### src/verilog/rv_config.svh
`ifndef RV_CONFIG_SVH
`define RV_CONFIG_SVH

// datapath width.
`define RV_XLEN 32

// byte address and pc width.
`define RV_ADDR_WIDTH 32

// one read beat holds two instructions.
`define RV_BUS_WIDTH 64

// architectural registers.
`define RV_REG_COUNT 32

// first fetch address.
`define RV_RESET_PC 32'h8000_0000

`endif

### src/verilog/rv_core_pkg.sv
`include "rv_config.svh"

package rv_core_pkg;

  // register or alu value.
  typedef logic [`RV_XLEN-1:0] xlen_t;

  // byte address or pc.
  typedef logic [`RV_ADDR_WIDTH-1:0] addr_t;

  typedef logic [$clog2(`RV_REG_COUNT)-1:0] reg_addr_t;

  typedef logic [31:0] inst_t;

  // one beat of the read channel.
  typedef logic [`RV_BUS_WIDTH-1:0] bus_data_t;

  typedef enum logic [1:0] {
    F_ADDR,
    F_DATA,
    F_WAIT
  } fetch_state_t;

endpackage

### src/verilog/rv_isa_pkg.sv
package rv_isa_pkg;

  typedef enum logic [6:0] {
    OP_IMM = 7'b0010011,
    OP     = 7'b0110011,
    LUI    = 7'b0110111,
    AUIPC  = 7'b0010111,
    JAL    = 7'b1101111,
    BRANCH = 7'b1100011
  } opcode_t;

  // funct3 of the integer register and immediate ops.
  typedef enum logic [2:0] {
    F3_ADD = 3'b000,
    F3_SLL = 3'b001,
    F3_SLT = 3'b010,
    F3_XOR = 3'b100,
    F3_SRL = 3'b101,
    F3_OR  = 3'b110,
    F3_AND = 3'b111
  } funct3_t;

  localparam logic [2:0] F3_BEQ = 3'b000;
  localparam logic [2:0] F3_BNE = 3'b001;

  typedef enum logic [3:0] {
    ALU_ADD,
    ALU_SUB,
    ALU_SLL,
    ALU_SRL,
    ALU_SLT,
    ALU_XOR,
    ALU_OR,
    ALU_AND,
    ALU_PASS_B
  } alu_op_t;

  typedef enum logic [1:0] {
    BR_NONE,
    BR_EQ,
    BR_NE,
    BR_JUMP
  } br_op_t;

endpackage
### src/verilog/commit.sv
`timescale 1ns/100ps

module commit (
  input  logic                   clock,
  input  logic                   rst_n_i,
  input  logic                   valid_i,
  input  rv_core_pkg::addr_t     pc_i,
  input  rv_core_pkg::xlen_t     result_i,
  input  rv_core_pkg::addr_t     next_pc_i,
  input  logic                   wena_i,
  input  rv_core_pkg::reg_addr_t waddr_i,
  output logic                   commit_valid_o,
  output rv_core_pkg::addr_t     next_pc_o,
  output logic                   wena_o,
  output rv_core_pkg::reg_addr_t waddr_o,
  output rv_core_pkg::xlen_t     wdata_o,
  output rv_core_pkg::addr_t     commit_pc_o
);

  // write enable is a pulse, aligned with the retire.
  always_ff @(posedge clock) begin
    if (!rst_n_i) begin
      commit_valid_o <= 1'b0;
      wena_o         <= 1'b0;
    end else begin
      commit_valid_o <= valid_i;
      wena_o         <= valid_i && wena_i;
    end
  end

  always_ff @(posedge clock) begin
    if (valid_i) begin
      commit_pc_o <= pc_i;
      next_pc_o   <= next_pc_i;
      waddr_o     <= waddr_i;
      wdata_o     <= result_i;
    end
  end

endmodule

### src/verilog/cpu.sv
`timescale 1ns/100ps

module cpu (
  input  logic                  clock,
  input  logic                  rst_n_i,
  input  logic                  io_master_arready_i,
  output logic                  io_master_arvalid_o,
  output rv_core_pkg::addr_t    io_master_araddr_o,
  output logic                  io_master_rready_o,
  input  logic                  io_master_rvalid_i,
  input  rv_core_pkg::bus_data_t io_master_rdata_i,
  output logic                  commit_valid_o,
  output rv_core_pkg::addr_t    commit_pc_o,
  output logic                  commit_wena_o,
  output rv_core_pkg::reg_addr_t commit_waddr_o,
  output rv_core_pkg::xlen_t    commit_wdata_o
);

  import rv_core_pkg::*;
  import rv_isa_pkg::*;

  // fetch to decode.
  logic      dec_valid;
  addr_t     dec_pc;
  inst_t     dec_inst;

  // decode to execute.
  logic      exe_valid;
  addr_t     exe_pc;
  xlen_t     exe_imm;
  xlen_t     exe_rdata1;
  xlen_t     exe_rdata2;
  alu_op_t   exe_alu_op;
  br_op_t    exe_br_op;
  logic      exe_sel_pc;
  logic      exe_sel_imm;
  logic      exe_wena;
  reg_addr_t exe_waddr;

  // execute to commit.
  logic      cmt_valid;
  addr_t     cmt_pc;
  xlen_t     cmt_result;
  addr_t     cmt_next_pc;
  logic      cmt_wena;
  reg_addr_t cmt_waddr;

  // commit back to fetch.
  addr_t     next_pc;

  fetch fetch0 (
    .clock          (clock),
    .rst_n_i        (rst_n_i),
    .commit_valid_i (commit_valid_o),
    .next_pc_i      (next_pc),
    .arready_i      (io_master_arready_i),
    .arvalid_o      (io_master_arvalid_o),
    .araddr_o       (io_master_araddr_o),
    .rready_o       (io_master_rready_o),
    .rvalid_i       (io_master_rvalid_i),
    .rdata_i        (io_master_rdata_i),
    .valid_o        (dec_valid),
    .pc_o           (dec_pc),
    .inst_o         (dec_inst)
  );

  decode decode0 (
    .clock     (clock),
    .rst_n_i   (rst_n_i),
    .valid_i   (dec_valid),
    .pc_i      (dec_pc),
    .inst_i    (dec_inst),
    .wena_i    (commit_wena_o),
    .waddr_i   (commit_waddr_o),
    .wdata_i   (commit_wdata_o),
    .valid_o   (exe_valid),
    .pc_o      (exe_pc),
    .imm_o     (exe_imm),
    .rdata1_o  (exe_rdata1),
    .rdata2_o  (exe_rdata2),
    .alu_op_o  (exe_alu_op),
    .br_op_o   (exe_br_op),
    .sel_pc_o  (exe_sel_pc),
    .sel_imm_o (exe_sel_imm),
    .wena_o    (exe_wena),
    .waddr_o   (exe_waddr)
  );

  execute execute0 (
    .clock     (clock),
    .rst_n_i   (rst_n_i),
    .valid_i   (exe_valid),
    .pc_i      (exe_pc),
    .imm_i     (exe_imm),
    .rdata1_i  (exe_rdata1),
    .rdata2_i  (exe_rdata2),
    .alu_op_i  (exe_alu_op),
    .br_op_i   (exe_br_op),
    .sel_pc_i  (exe_sel_pc),
    .sel_imm_i (exe_sel_imm),
    .wena_i    (exe_wena),
    .waddr_i   (exe_waddr),
    .valid_o   (cmt_valid),
    .pc_o      (cmt_pc),
    .result_o  (cmt_result),
    .next_pc_o (cmt_next_pc),
    .wena_o    (cmt_wena),
    .waddr_o   (cmt_waddr)
  );

  commit commit0 (
    .clock          (clock),
    .rst_n_i        (rst_n_i),
    .valid_i        (cmt_valid),
    .pc_i           (cmt_pc),
    .result_i       (cmt_result),
    .next_pc_i      (cmt_next_pc),
    .wena_i         (cmt_wena),
    .waddr_i        (cmt_waddr),
    .commit_valid_o (commit_valid_o),
    .next_pc_o      (next_pc),
    .wena_o         (commit_wena_o),
    .waddr_o        (commit_waddr_o),
    .wdata_o        (commit_wdata_o),
    .commit_pc_o    (commit_pc_o)
  );

endmodule

### src/verilog/decode.sv
`timescale 1ns/100ps

module decode (
  input  logic                   clock,
  input  logic                   rst_n_i,
  input  logic                   valid_i,
  input  rv_core_pkg::addr_t     pc_i,
  input  rv_core_pkg::inst_t     inst_i,
  input  logic                   wena_i,
  input  rv_core_pkg::reg_addr_t waddr_i,
  input  rv_core_pkg::xlen_t     wdata_i,
  output logic                   valid_o,
  output rv_core_pkg::addr_t     pc_o,
  output rv_core_pkg::xlen_t     imm_o,
  output rv_core_pkg::xlen_t     rdata1_o,
  output rv_core_pkg::xlen_t     rdata2_o,
  output rv_isa_pkg::alu_op_t    alu_op_o,
  output rv_isa_pkg::br_op_t     br_op_o,
  output logic                   sel_pc_o,
  output logic                   sel_imm_o,
  output logic                   wena_o,
  output rv_core_pkg::reg_addr_t waddr_o
);

  import rv_core_pkg::*;
  import rv_isa_pkg::*;

  opcode_t   opcode;
  reg_addr_t rd;
  xlen_t     imm_i_type;
  xlen_t     imm_u_type;
  xlen_t     imm_b_type;
  xlen_t     imm_j_type;
  xlen_t     rs1_data;
  xlen_t     rs2_data;
  xlen_t     imm;
  alu_op_t   f3_op;
  alu_op_t   alu_op;
  br_op_t    br_op;
  logic      sel_pc;
  logic      sel_imm;
  logic      wena;

  assign opcode = opcode_t'(inst_i[6:0]);
  assign rd     = inst_i[11:7];

  assign imm_i_type = {{20{inst_i[31]}}, inst_i[31:20]};
  assign imm_u_type = {inst_i[31:12], 12'b0};
  assign imm_b_type = {{20{inst_i[31]}}, inst_i[7], inst_i[30:25], inst_i[11:8], 1'b0};
  assign imm_j_type = {{12{inst_i[31]}}, inst_i[19:12], inst_i[20], inst_i[30:21], 1'b0};

  regfile regfile0 (
    .clock    (clock),
    .rst_n_i  (rst_n_i),
    .raddr1_i (inst_i[19:15]),
    .raddr2_i (inst_i[24:20]),
    .rdata1_o (rs1_data),
    .rdata2_o (rs2_data),
    .wena_i   (wena_i),
    .waddr_i  (waddr_i),
    .wdata_i  (wdata_i)
  );

  // funct7 bit 30 picks sub, only for register ops.
  always_comb begin
    case (funct3_t'(inst_i[14:12]))
      F3_ADD:  f3_op = (opcode == OP && inst_i[30]) ? ALU_SUB : ALU_ADD;
      F3_SLL:  f3_op = ALU_SLL;
      F3_SLT:  f3_op = ALU_SLT;
      F3_XOR:  f3_op = ALU_XOR;
      F3_SRL:  f3_op = ALU_SRL;
      F3_OR:   f3_op = ALU_OR;
      F3_AND:  f3_op = ALU_AND;
      default: f3_op = ALU_ADD;
    endcase
  end

  always_comb begin
    alu_op  = ALU_ADD;
    br_op   = BR_NONE;
    sel_pc  = 1'b0;
    sel_imm = 1'b0;
    wena    = 1'b0;
    imm     = imm_i_type;
    case (opcode)
      OP_IMM: begin
        alu_op  = f3_op;
        sel_imm = 1'b1;
        wena    = 1'b1;
      end
      OP: begin
        alu_op = f3_op;
        wena   = 1'b1;
      end
      LUI: begin
        alu_op  = ALU_PASS_B;
        sel_imm = 1'b1;
        imm     = imm_u_type;
        wena    = 1'b1;
      end
      AUIPC: begin
        sel_pc  = 1'b1;
        sel_imm = 1'b1;
        imm     = imm_u_type;
        wena    = 1'b1;
      end
      JAL: begin
        br_op = BR_JUMP;
        imm   = imm_j_type;
        wena  = 1'b1;
      end
      BRANCH: begin
        imm = imm_b_type;
        case (inst_i[14:12])
          F3_BEQ:  br_op = BR_EQ;
          F3_BNE:  br_op = BR_NE;
          default: br_op = BR_NONE;
        endcase
      end
      default: ;
    endcase
  end

  always_ff @(posedge clock) begin
    if (!rst_n_i) begin
      valid_o <= 1'b0;
    end else begin
      valid_o <= valid_i;
    end
  end

  // x0 is never written.
  always_ff @(posedge clock) begin
    if (valid_i) begin
      pc_o      <= pc_i;
      imm_o     <= imm;
      rdata1_o  <= rs1_data;
      rdata2_o  <= rs2_data;
      alu_op_o  <= alu_op;
      br_op_o   <= br_op;
      sel_pc_o  <= sel_pc;
      sel_imm_o <= sel_imm;
      wena_o    <= wena && (rd != '0);
      waddr_o   <= rd;
    end
  end

endmodule

### src/verilog/execute.sv
`timescale 1ns/100ps

module execute (
  input  logic                   clock,
  input  logic                   rst_n_i,
  input  logic                   valid_i,
  input  rv_core_pkg::addr_t     pc_i,
  input  rv_core_pkg::xlen_t     imm_i,
  input  rv_core_pkg::xlen_t     rdata1_i,
  input  rv_core_pkg::xlen_t     rdata2_i,
  input  rv_isa_pkg::alu_op_t    alu_op_i,
  input  rv_isa_pkg::br_op_t     br_op_i,
  input  logic                   sel_pc_i,
  input  logic                   sel_imm_i,
  input  logic                   wena_i,
  input  rv_core_pkg::reg_addr_t waddr_i,
  output logic                   valid_o,
  output rv_core_pkg::addr_t     pc_o,
  output rv_core_pkg::xlen_t     result_o,
  output rv_core_pkg::addr_t     next_pc_o,
  output logic                   wena_o,
  output rv_core_pkg::reg_addr_t waddr_o
);

  import rv_core_pkg::*;
  import rv_isa_pkg::*;

  xlen_t op_a;
  xlen_t op_b;
  xlen_t alu_out;
  addr_t pc_plus4;
  logic  taken;

  assign op_a     = sel_pc_i ? pc_i : rdata1_i;
  assign op_b     = sel_imm_i ? imm_i : rdata2_i;
  assign pc_plus4 = pc_i + 32'd4;

  always_comb begin
    case (alu_op_i)
      ALU_ADD:    alu_out = op_a + op_b;
      ALU_SUB:    alu_out = op_a - op_b;
      ALU_SLL:    alu_out = op_a << op_b[4:0];
      ALU_SRL:    alu_out = op_a >> op_b[4:0];
      ALU_SLT:    alu_out = {31'b0, $signed(op_a) < $signed(op_b)};
      ALU_XOR:    alu_out = op_a ^ op_b;
      ALU_OR:     alu_out = op_a | op_b;
      ALU_AND:    alu_out = op_a & op_b;
      ALU_PASS_B: alu_out = op_b;
      default:    alu_out = op_a + op_b;
    endcase
  end

  // branches compare the raw register values.
  always_comb begin
    case (br_op_i)
      BR_EQ:   taken = (rdata1_i == rdata2_i);
      BR_NE:   taken = (rdata1_i != rdata2_i);
      BR_JUMP: taken = 1'b1;
      default: taken = 1'b0;
    endcase
  end

  always_ff @(posedge clock) begin
    if (!rst_n_i) begin
      valid_o <= 1'b0;
    end else begin
      valid_o <= valid_i;
    end
  end

  always_ff @(posedge clock) begin
    if (valid_i) begin
      pc_o      <= pc_i;
      result_o  <= (br_op_i == BR_JUMP) ? pc_plus4 : alu_out;
      next_pc_o <= taken ? pc_i + imm_i : pc_plus4;
      wena_o    <= wena_i;
      waddr_o   <= waddr_i;
    end
  end

endmodule

### src/verilog/fetch.sv
`timescale 1ns/100ps
`include "rv_config.svh"

module fetch (
  input  logic                   clock,
  input  logic                   rst_n_i,
  input  logic                   commit_valid_i,
  input  rv_core_pkg::addr_t     next_pc_i,
  input  logic                   arready_i,
  output logic                   arvalid_o,
  output rv_core_pkg::addr_t     araddr_o,
  output logic                   rready_o,
  input  logic                   rvalid_i,
  input  rv_core_pkg::bus_data_t rdata_i,
  output logic                   valid_o,
  output rv_core_pkg::addr_t     pc_o,
  output rv_core_pkg::inst_t     inst_o
);

  import rv_core_pkg::*;

  fetch_state_t state_q;
  addr_t        pc_q;
  logic         arvalid_q;
  logic         valid_q;
  inst_t        inst_q;

  always_ff @(posedge clock) begin
    if (!rst_n_i) begin
      state_q   <= F_ADDR;
      pc_q      <= `RV_RESET_PC;
      arvalid_q <= 1'b0;
      valid_q   <= 1'b0;
    end else begin
      valid_q <= 1'b0;
      case (state_q)
        F_ADDR: begin
          if (arvalid_q && arready_i) begin
            arvalid_q <= 1'b0;
            state_q   <= F_DATA;
          end else begin
            // first request after reset.
            arvalid_q <= 1'b1;
          end
        end
        F_DATA: begin
          if (rvalid_i) begin
            valid_q <= 1'b1;
            state_q <= F_WAIT;
          end
        end
        F_WAIT: begin
          // wait for the retire, then go straight to the next request.
          if (commit_valid_i) begin
            pc_q      <= next_pc_i;
            arvalid_q <= 1'b1;
            state_q   <= F_ADDR;
          end
        end
        default: state_q <= F_ADDR;
      endcase
    end
  end

  // bit 2 selects the word within the beat.
  always_ff @(posedge clock) begin
    if (state_q == F_DATA && rvalid_i) begin
      inst_q <= pc_q[2] ? rdata_i[63:32] : rdata_i[31:0];
    end
  end

  assign arvalid_o = arvalid_q;
  assign araddr_o  = pc_q;
  assign rready_o  = (state_q == F_DATA);
  assign valid_o   = valid_q;
  assign pc_o      = pc_q;
  assign inst_o    = inst_q;

endmodule

### src/verilog/regfile.sv
`timescale 1ns/100ps
`include "rv_config.svh"

module regfile (
  input  logic                   clock,
  input  logic                   rst_n_i,
  input  rv_core_pkg::reg_addr_t raddr1_i,
  input  rv_core_pkg::reg_addr_t raddr2_i,
  output rv_core_pkg::xlen_t     rdata1_o,
  output rv_core_pkg::xlen_t     rdata2_o,
  input  logic                   wena_i,
  input  rv_core_pkg::reg_addr_t waddr_i,
  input  rv_core_pkg::xlen_t     wdata_i
);

  import rv_core_pkg::*;

  xlen_t regs [`RV_REG_COUNT];

  always_ff @(posedge clock) begin
    if (!rst_n_i) begin
      for (int i = 0; i < `RV_REG_COUNT; i++) begin
        regs[i] <= '0;
      end
    end else if (wena_i && waddr_i != '0) begin
      regs[waddr_i] <= wdata_i;
    end
  end

  // x0 reads as zero.
  assign rdata1_o = (raddr1_i == '0) ? '0 : regs[raddr1_i];
  assign rdata2_o = (raddr2_i == '0) ? '0 : regs[raddr2_i];

endmodule

### config.mk
export PLATFORM = sky130hd
export DESIGN_NAME = cpu
export DESIGN_NICKNAME = d
export VERILOG_FILES = /design/src/verilog/rv_core_pkg.sv /design/src/verilog/rv_isa_pkg.sv /design/src/verilog/commit.sv /design/src/verilog/cpu.sv /design/src/verilog/decode.sv /design/src/verilog/execute.sv /design/src/verilog/fetch.sv /design/src/verilog/regfile.sv
export VERILOG_INCLUDE_DIRS = /design/src /design/src/verilog
export SDC_FILE = /design/constraint.sdc
export NUM_CORES = 2
export LEC_CHECK = 0
export BUFFER_PORTS_ARGS = -buffer_cell sky130_fd_sc_hd__clkbuf_2
export CAP_MARGIN = 20
export CORE_MARGIN = 3
export CORE_UTILIZATION = 30
export DETAILED_ROUTE_END_ITERATION = 8
export GPL_TIMING_DRIVEN = 0
export SLEW_MARGIN = 30
export SYNTH_ARGS = -nofsm -noshare
export SYNTH_HDL_FRONTEND = slang
export SYNTH_SLANG_ARGS = --single-unit
### constraint.sdc
create_clock -name clock -period 12.8 [get_ports clock]
set_input_delay 0 -clock clock [delete_from_list [all_inputs] [get_ports clock]]
set_output_delay 0 -clock clock [all_outputs]
set_load 0.1 [all_outputs]
==> out/results.tsv <==
metric	value	unit
Clock power frac	41.9	%
Synth cell types	87	
largest family of logic cells by synthesized area	multiplexers	
post-placement cell count	9503	
RSZ-0062 raised after global routing	no	
Die X	522	um
crit-path most repeated cell	buf_2	
DP Wirelength	247	mm
drt pass-1 iters	6	
CTS tree	built	
Root Buffer Master	clkbuf_16	
Die H	522	um
switching part of the total	24.1	%
Hold Path Class	input port to flip-flop	
Worst-path clk slew	0.06	ns
Design Power	10700	uW
slew at the pin closest to its max-slew limit	1.17	ns
power share of the sequential group	50.1	%
leakage	0.0333	uW
Cells after Synth	5711	
initial antenna violation count	20	
simple-gate share of the synthesized area	12.1	%
Synth Register Bits	1441	
startpoint types	flip-flop	
cell family with most CP delay	buffers and inverters	
first-pass GRT wire length	426	mm
Fillers	25298	
nature of the critical path endpoint	flip-flop	
Routed Antenna Nets	0	
peak supply drop	0.128	mV
Crit. Startpoint	decode0.sel_imm_o$_DFFE_PP_	
synth warn	0	
final clock skew	0.0648	ns
post-synthesis mux area share	22.2	%
vias in the first global route	54171	
Yosys top cell area share	52.7	%
cell breakdown of the critical path	buf_6 > mux2i_2 > buf_2 > buf_2 > clkbuf_1 > buf_2 > ha_1 > buf_2 > inv_1 > a21oi_1 > o211ai_1 > a41oi_1 > o21ai_1 > or4b_1 > a311oi_1 > mux2i_1 > nand2_1	
worst r2r src	decode0.sel_imm_o$_DFFE_PP_	
RePlAce Congestion	1.01	
status	complete, no violations	
uppermost layer routed	met5	
post-cts repair resize count	0	
DRT Wirelength	311	mm
clock sink total	1441	
critical path type	flip-flop to flip-flop	
Seq/Total Area, Yosys	53.7	%
worst-path fanout max	11	
sum of buffers and inverters on the critical path	7	
EDFF count, synth	1401	
via/cell ratio	5.57	
TritonCTS Buffers	149	
TNS Setup	0	ns
post-synthesis adder-cell area fraction	2.10	%
initial DRC count	7403	
largest net degree at the start of global routing	52	
Post-synth ARST share	0	%
CTS max path bufs	3	
Max Freq	0.147	GHz
Yosys top cell by area	edfxtp_1	
Synth area leaders	edfxtp_1, mux4_2, and2_1	
metal2 WL	146	mm
max_cap viols	0	
crit path DAT	7.32	ns
Int Pwr	8130	uW
WL per Instance	31.5	um
Final setup viols	0	
die area	0.272	sq mm
Remaining DRCs	0	
Final Hold Fails	0	
compound-cell area share of the yosys netlist	5.83	%
Top FF cell, synth	edfxtp_1	
count of pins over their slew limit	0	
I/O pin cnt	173	
total congestion overflow	0	
met3 WL	29.6	mm
H-tree Lvls	4	
vias	54920	
max reg flops	1024	
gr usage total	22.2	%
Final nets	6423	
slowest CP cell	a41oi_1	
Port Buffers	172	
Req. time, crit path	13.30	ns
Biggest register	decode0.regfile0.regs	
period utilisation layout	53.2	%
largest stage delay on the critical path	0.69	ns
fin cells	9864	
Starting Density	30.3	%
Pwr Density	115	mW/mm^2
reg2reg setup slack	5.98	ns
hold path start	io_master_rdata_i[9]	
NetSw	2590	uW
Tmin final	6.82	ns
Comb pwr share	8.0	%
Synth Area in XOR/XNOR	1.15	%
synthesized area per cell	14.0	sq um
# rows	188	
area grow syn2layout	16.9	%
synthesized area	0.0798	sq mm
DRT met1 WL	120	mm
Skew-Pair Late Insertion Delay	0.82	ns
Placeable Area	0.263	sq mm
layout cell share with drive strength beyond 1	21.5	%
slew margin rel.	21.2	%
-- cell usage after synthesis, types with 36 or more instances --
master and n:
o21ai_0 133, and2_1 1001, buf_1 63, xor2_1 62
a21o_1 51, edfxtp_1 1401, a211oi_1 41, nor2_1 286
a21oi_1 224, ha_1 129, nand2_1 219, mux2i_1 245
mux4_2 641, mux2_2 68, clkbuf_1 412, nand3_1 36
inv_1 109, nor3_1 43, dfxtp_1 40, xnor2_1 43
-- cells in the final DEF, fill, tap and decap left out, types with 129 or more instances in the layout --
master        n
clkbuf_1    381
ha_1        129
a21oi_1     223
clkbuf_16   150
mux4_2      641
and2_1     1001
edfxtp_1   1401
nand2_1     219
clkbuf_2    234
mux2i_1     239
nor2_1      279
-- logic make-up (layout without fill, tap and decap cells) --
group	Yosys count	count (layout)
flip-flops	1441	1441
adder cells (fa/ha/maj)	132	132
buffers and inverters	609	1206
other	1	42
XOR/XNOR	105	105
AND/OR/NAND/NOR	1751	1751
AO/OA/AOI/OAI	717	717
multiplexers	955	955
-- stage by stage --
| stage | hold slack, ns | util, % | cell area, sq um | setup WS (ns) |
|---|---|---|---|---|
| after floorplan | 0.151 | - | 79900 | 8.20 |
| after global placement | 0.281 | 32.3 | 85200 | 5.41 |
| after detailed placement | 0.305 | 33.2 | 87500 | 5.95 |
| after CTS | 0.00197 | 35.4 | 93200 | 5.93 |
| after global routing | 0.0368 | 35.4 | 93300 | 5.87 |
| final | 0.0508 | 35.4 | 93300 | 5.98 |
-- power by group through the flow --
stage	combinational (uW)	sequential, uW	clock, uW
after floorplan	456	5450	0
after global placement	748	5480	0
after detailed placement	822	5460	0
after CTS	843	5360	4540
after global routing	886	5370	4720
final	860	5360	4490
-- routing by layer --
metal,global-route usage [%],vias up
met4,9.29,6
met1,28.9,28316
li1,-,22871
met2,36.2,3105
met3,4.37,622
met5,0,-
-- worst min-delay path: cells and delay by family --
kind,cells,cell delay [ns]
muxes,1,0.13
buffers and inverters,2,0.61
-- what timing repair did --
| action | CTS | global route |
|---|---|---|
| hold buffers | 81 | 0 |
| setup buffers | 0 | 0 |
| endpoints found under the hold margin | 71 | 0 |
-- layout make-up --
type / instances / area [sq um] / area share (%)
Inverter: 113 / 424 / 0.455
Sequential cell: 1441 / 42900 / 46.0
Timing Repair Buffer: 330 / 3460 / 3.71
Tap cell: 3515 / 4400 / 4.71
Multi-Input combinational cell: 3692 / 35200 / 37.7
Buffer: 496 / 2030 / 2.17
Clock inverter: 84 / 990 / 1.06
Clock buffer: 183 / 3920 / 4.20
Antenna cell: 10 / 25.0 / 0.0268
-- final timing paths --
kind	end	depth (start not counted)
max	execute0.result_o[27]$_DFFE_PP_	17
min	fetch0.inst_o[9]$_DFFE_PP_	3
min reg2reg	commit0.wdata_o[16]$_DFFE_PP_	0
max reg2reg	execute0.result_o[27]$_DFFE_PP_	17
Note: power is estimated with default switching activity, not from simulation.
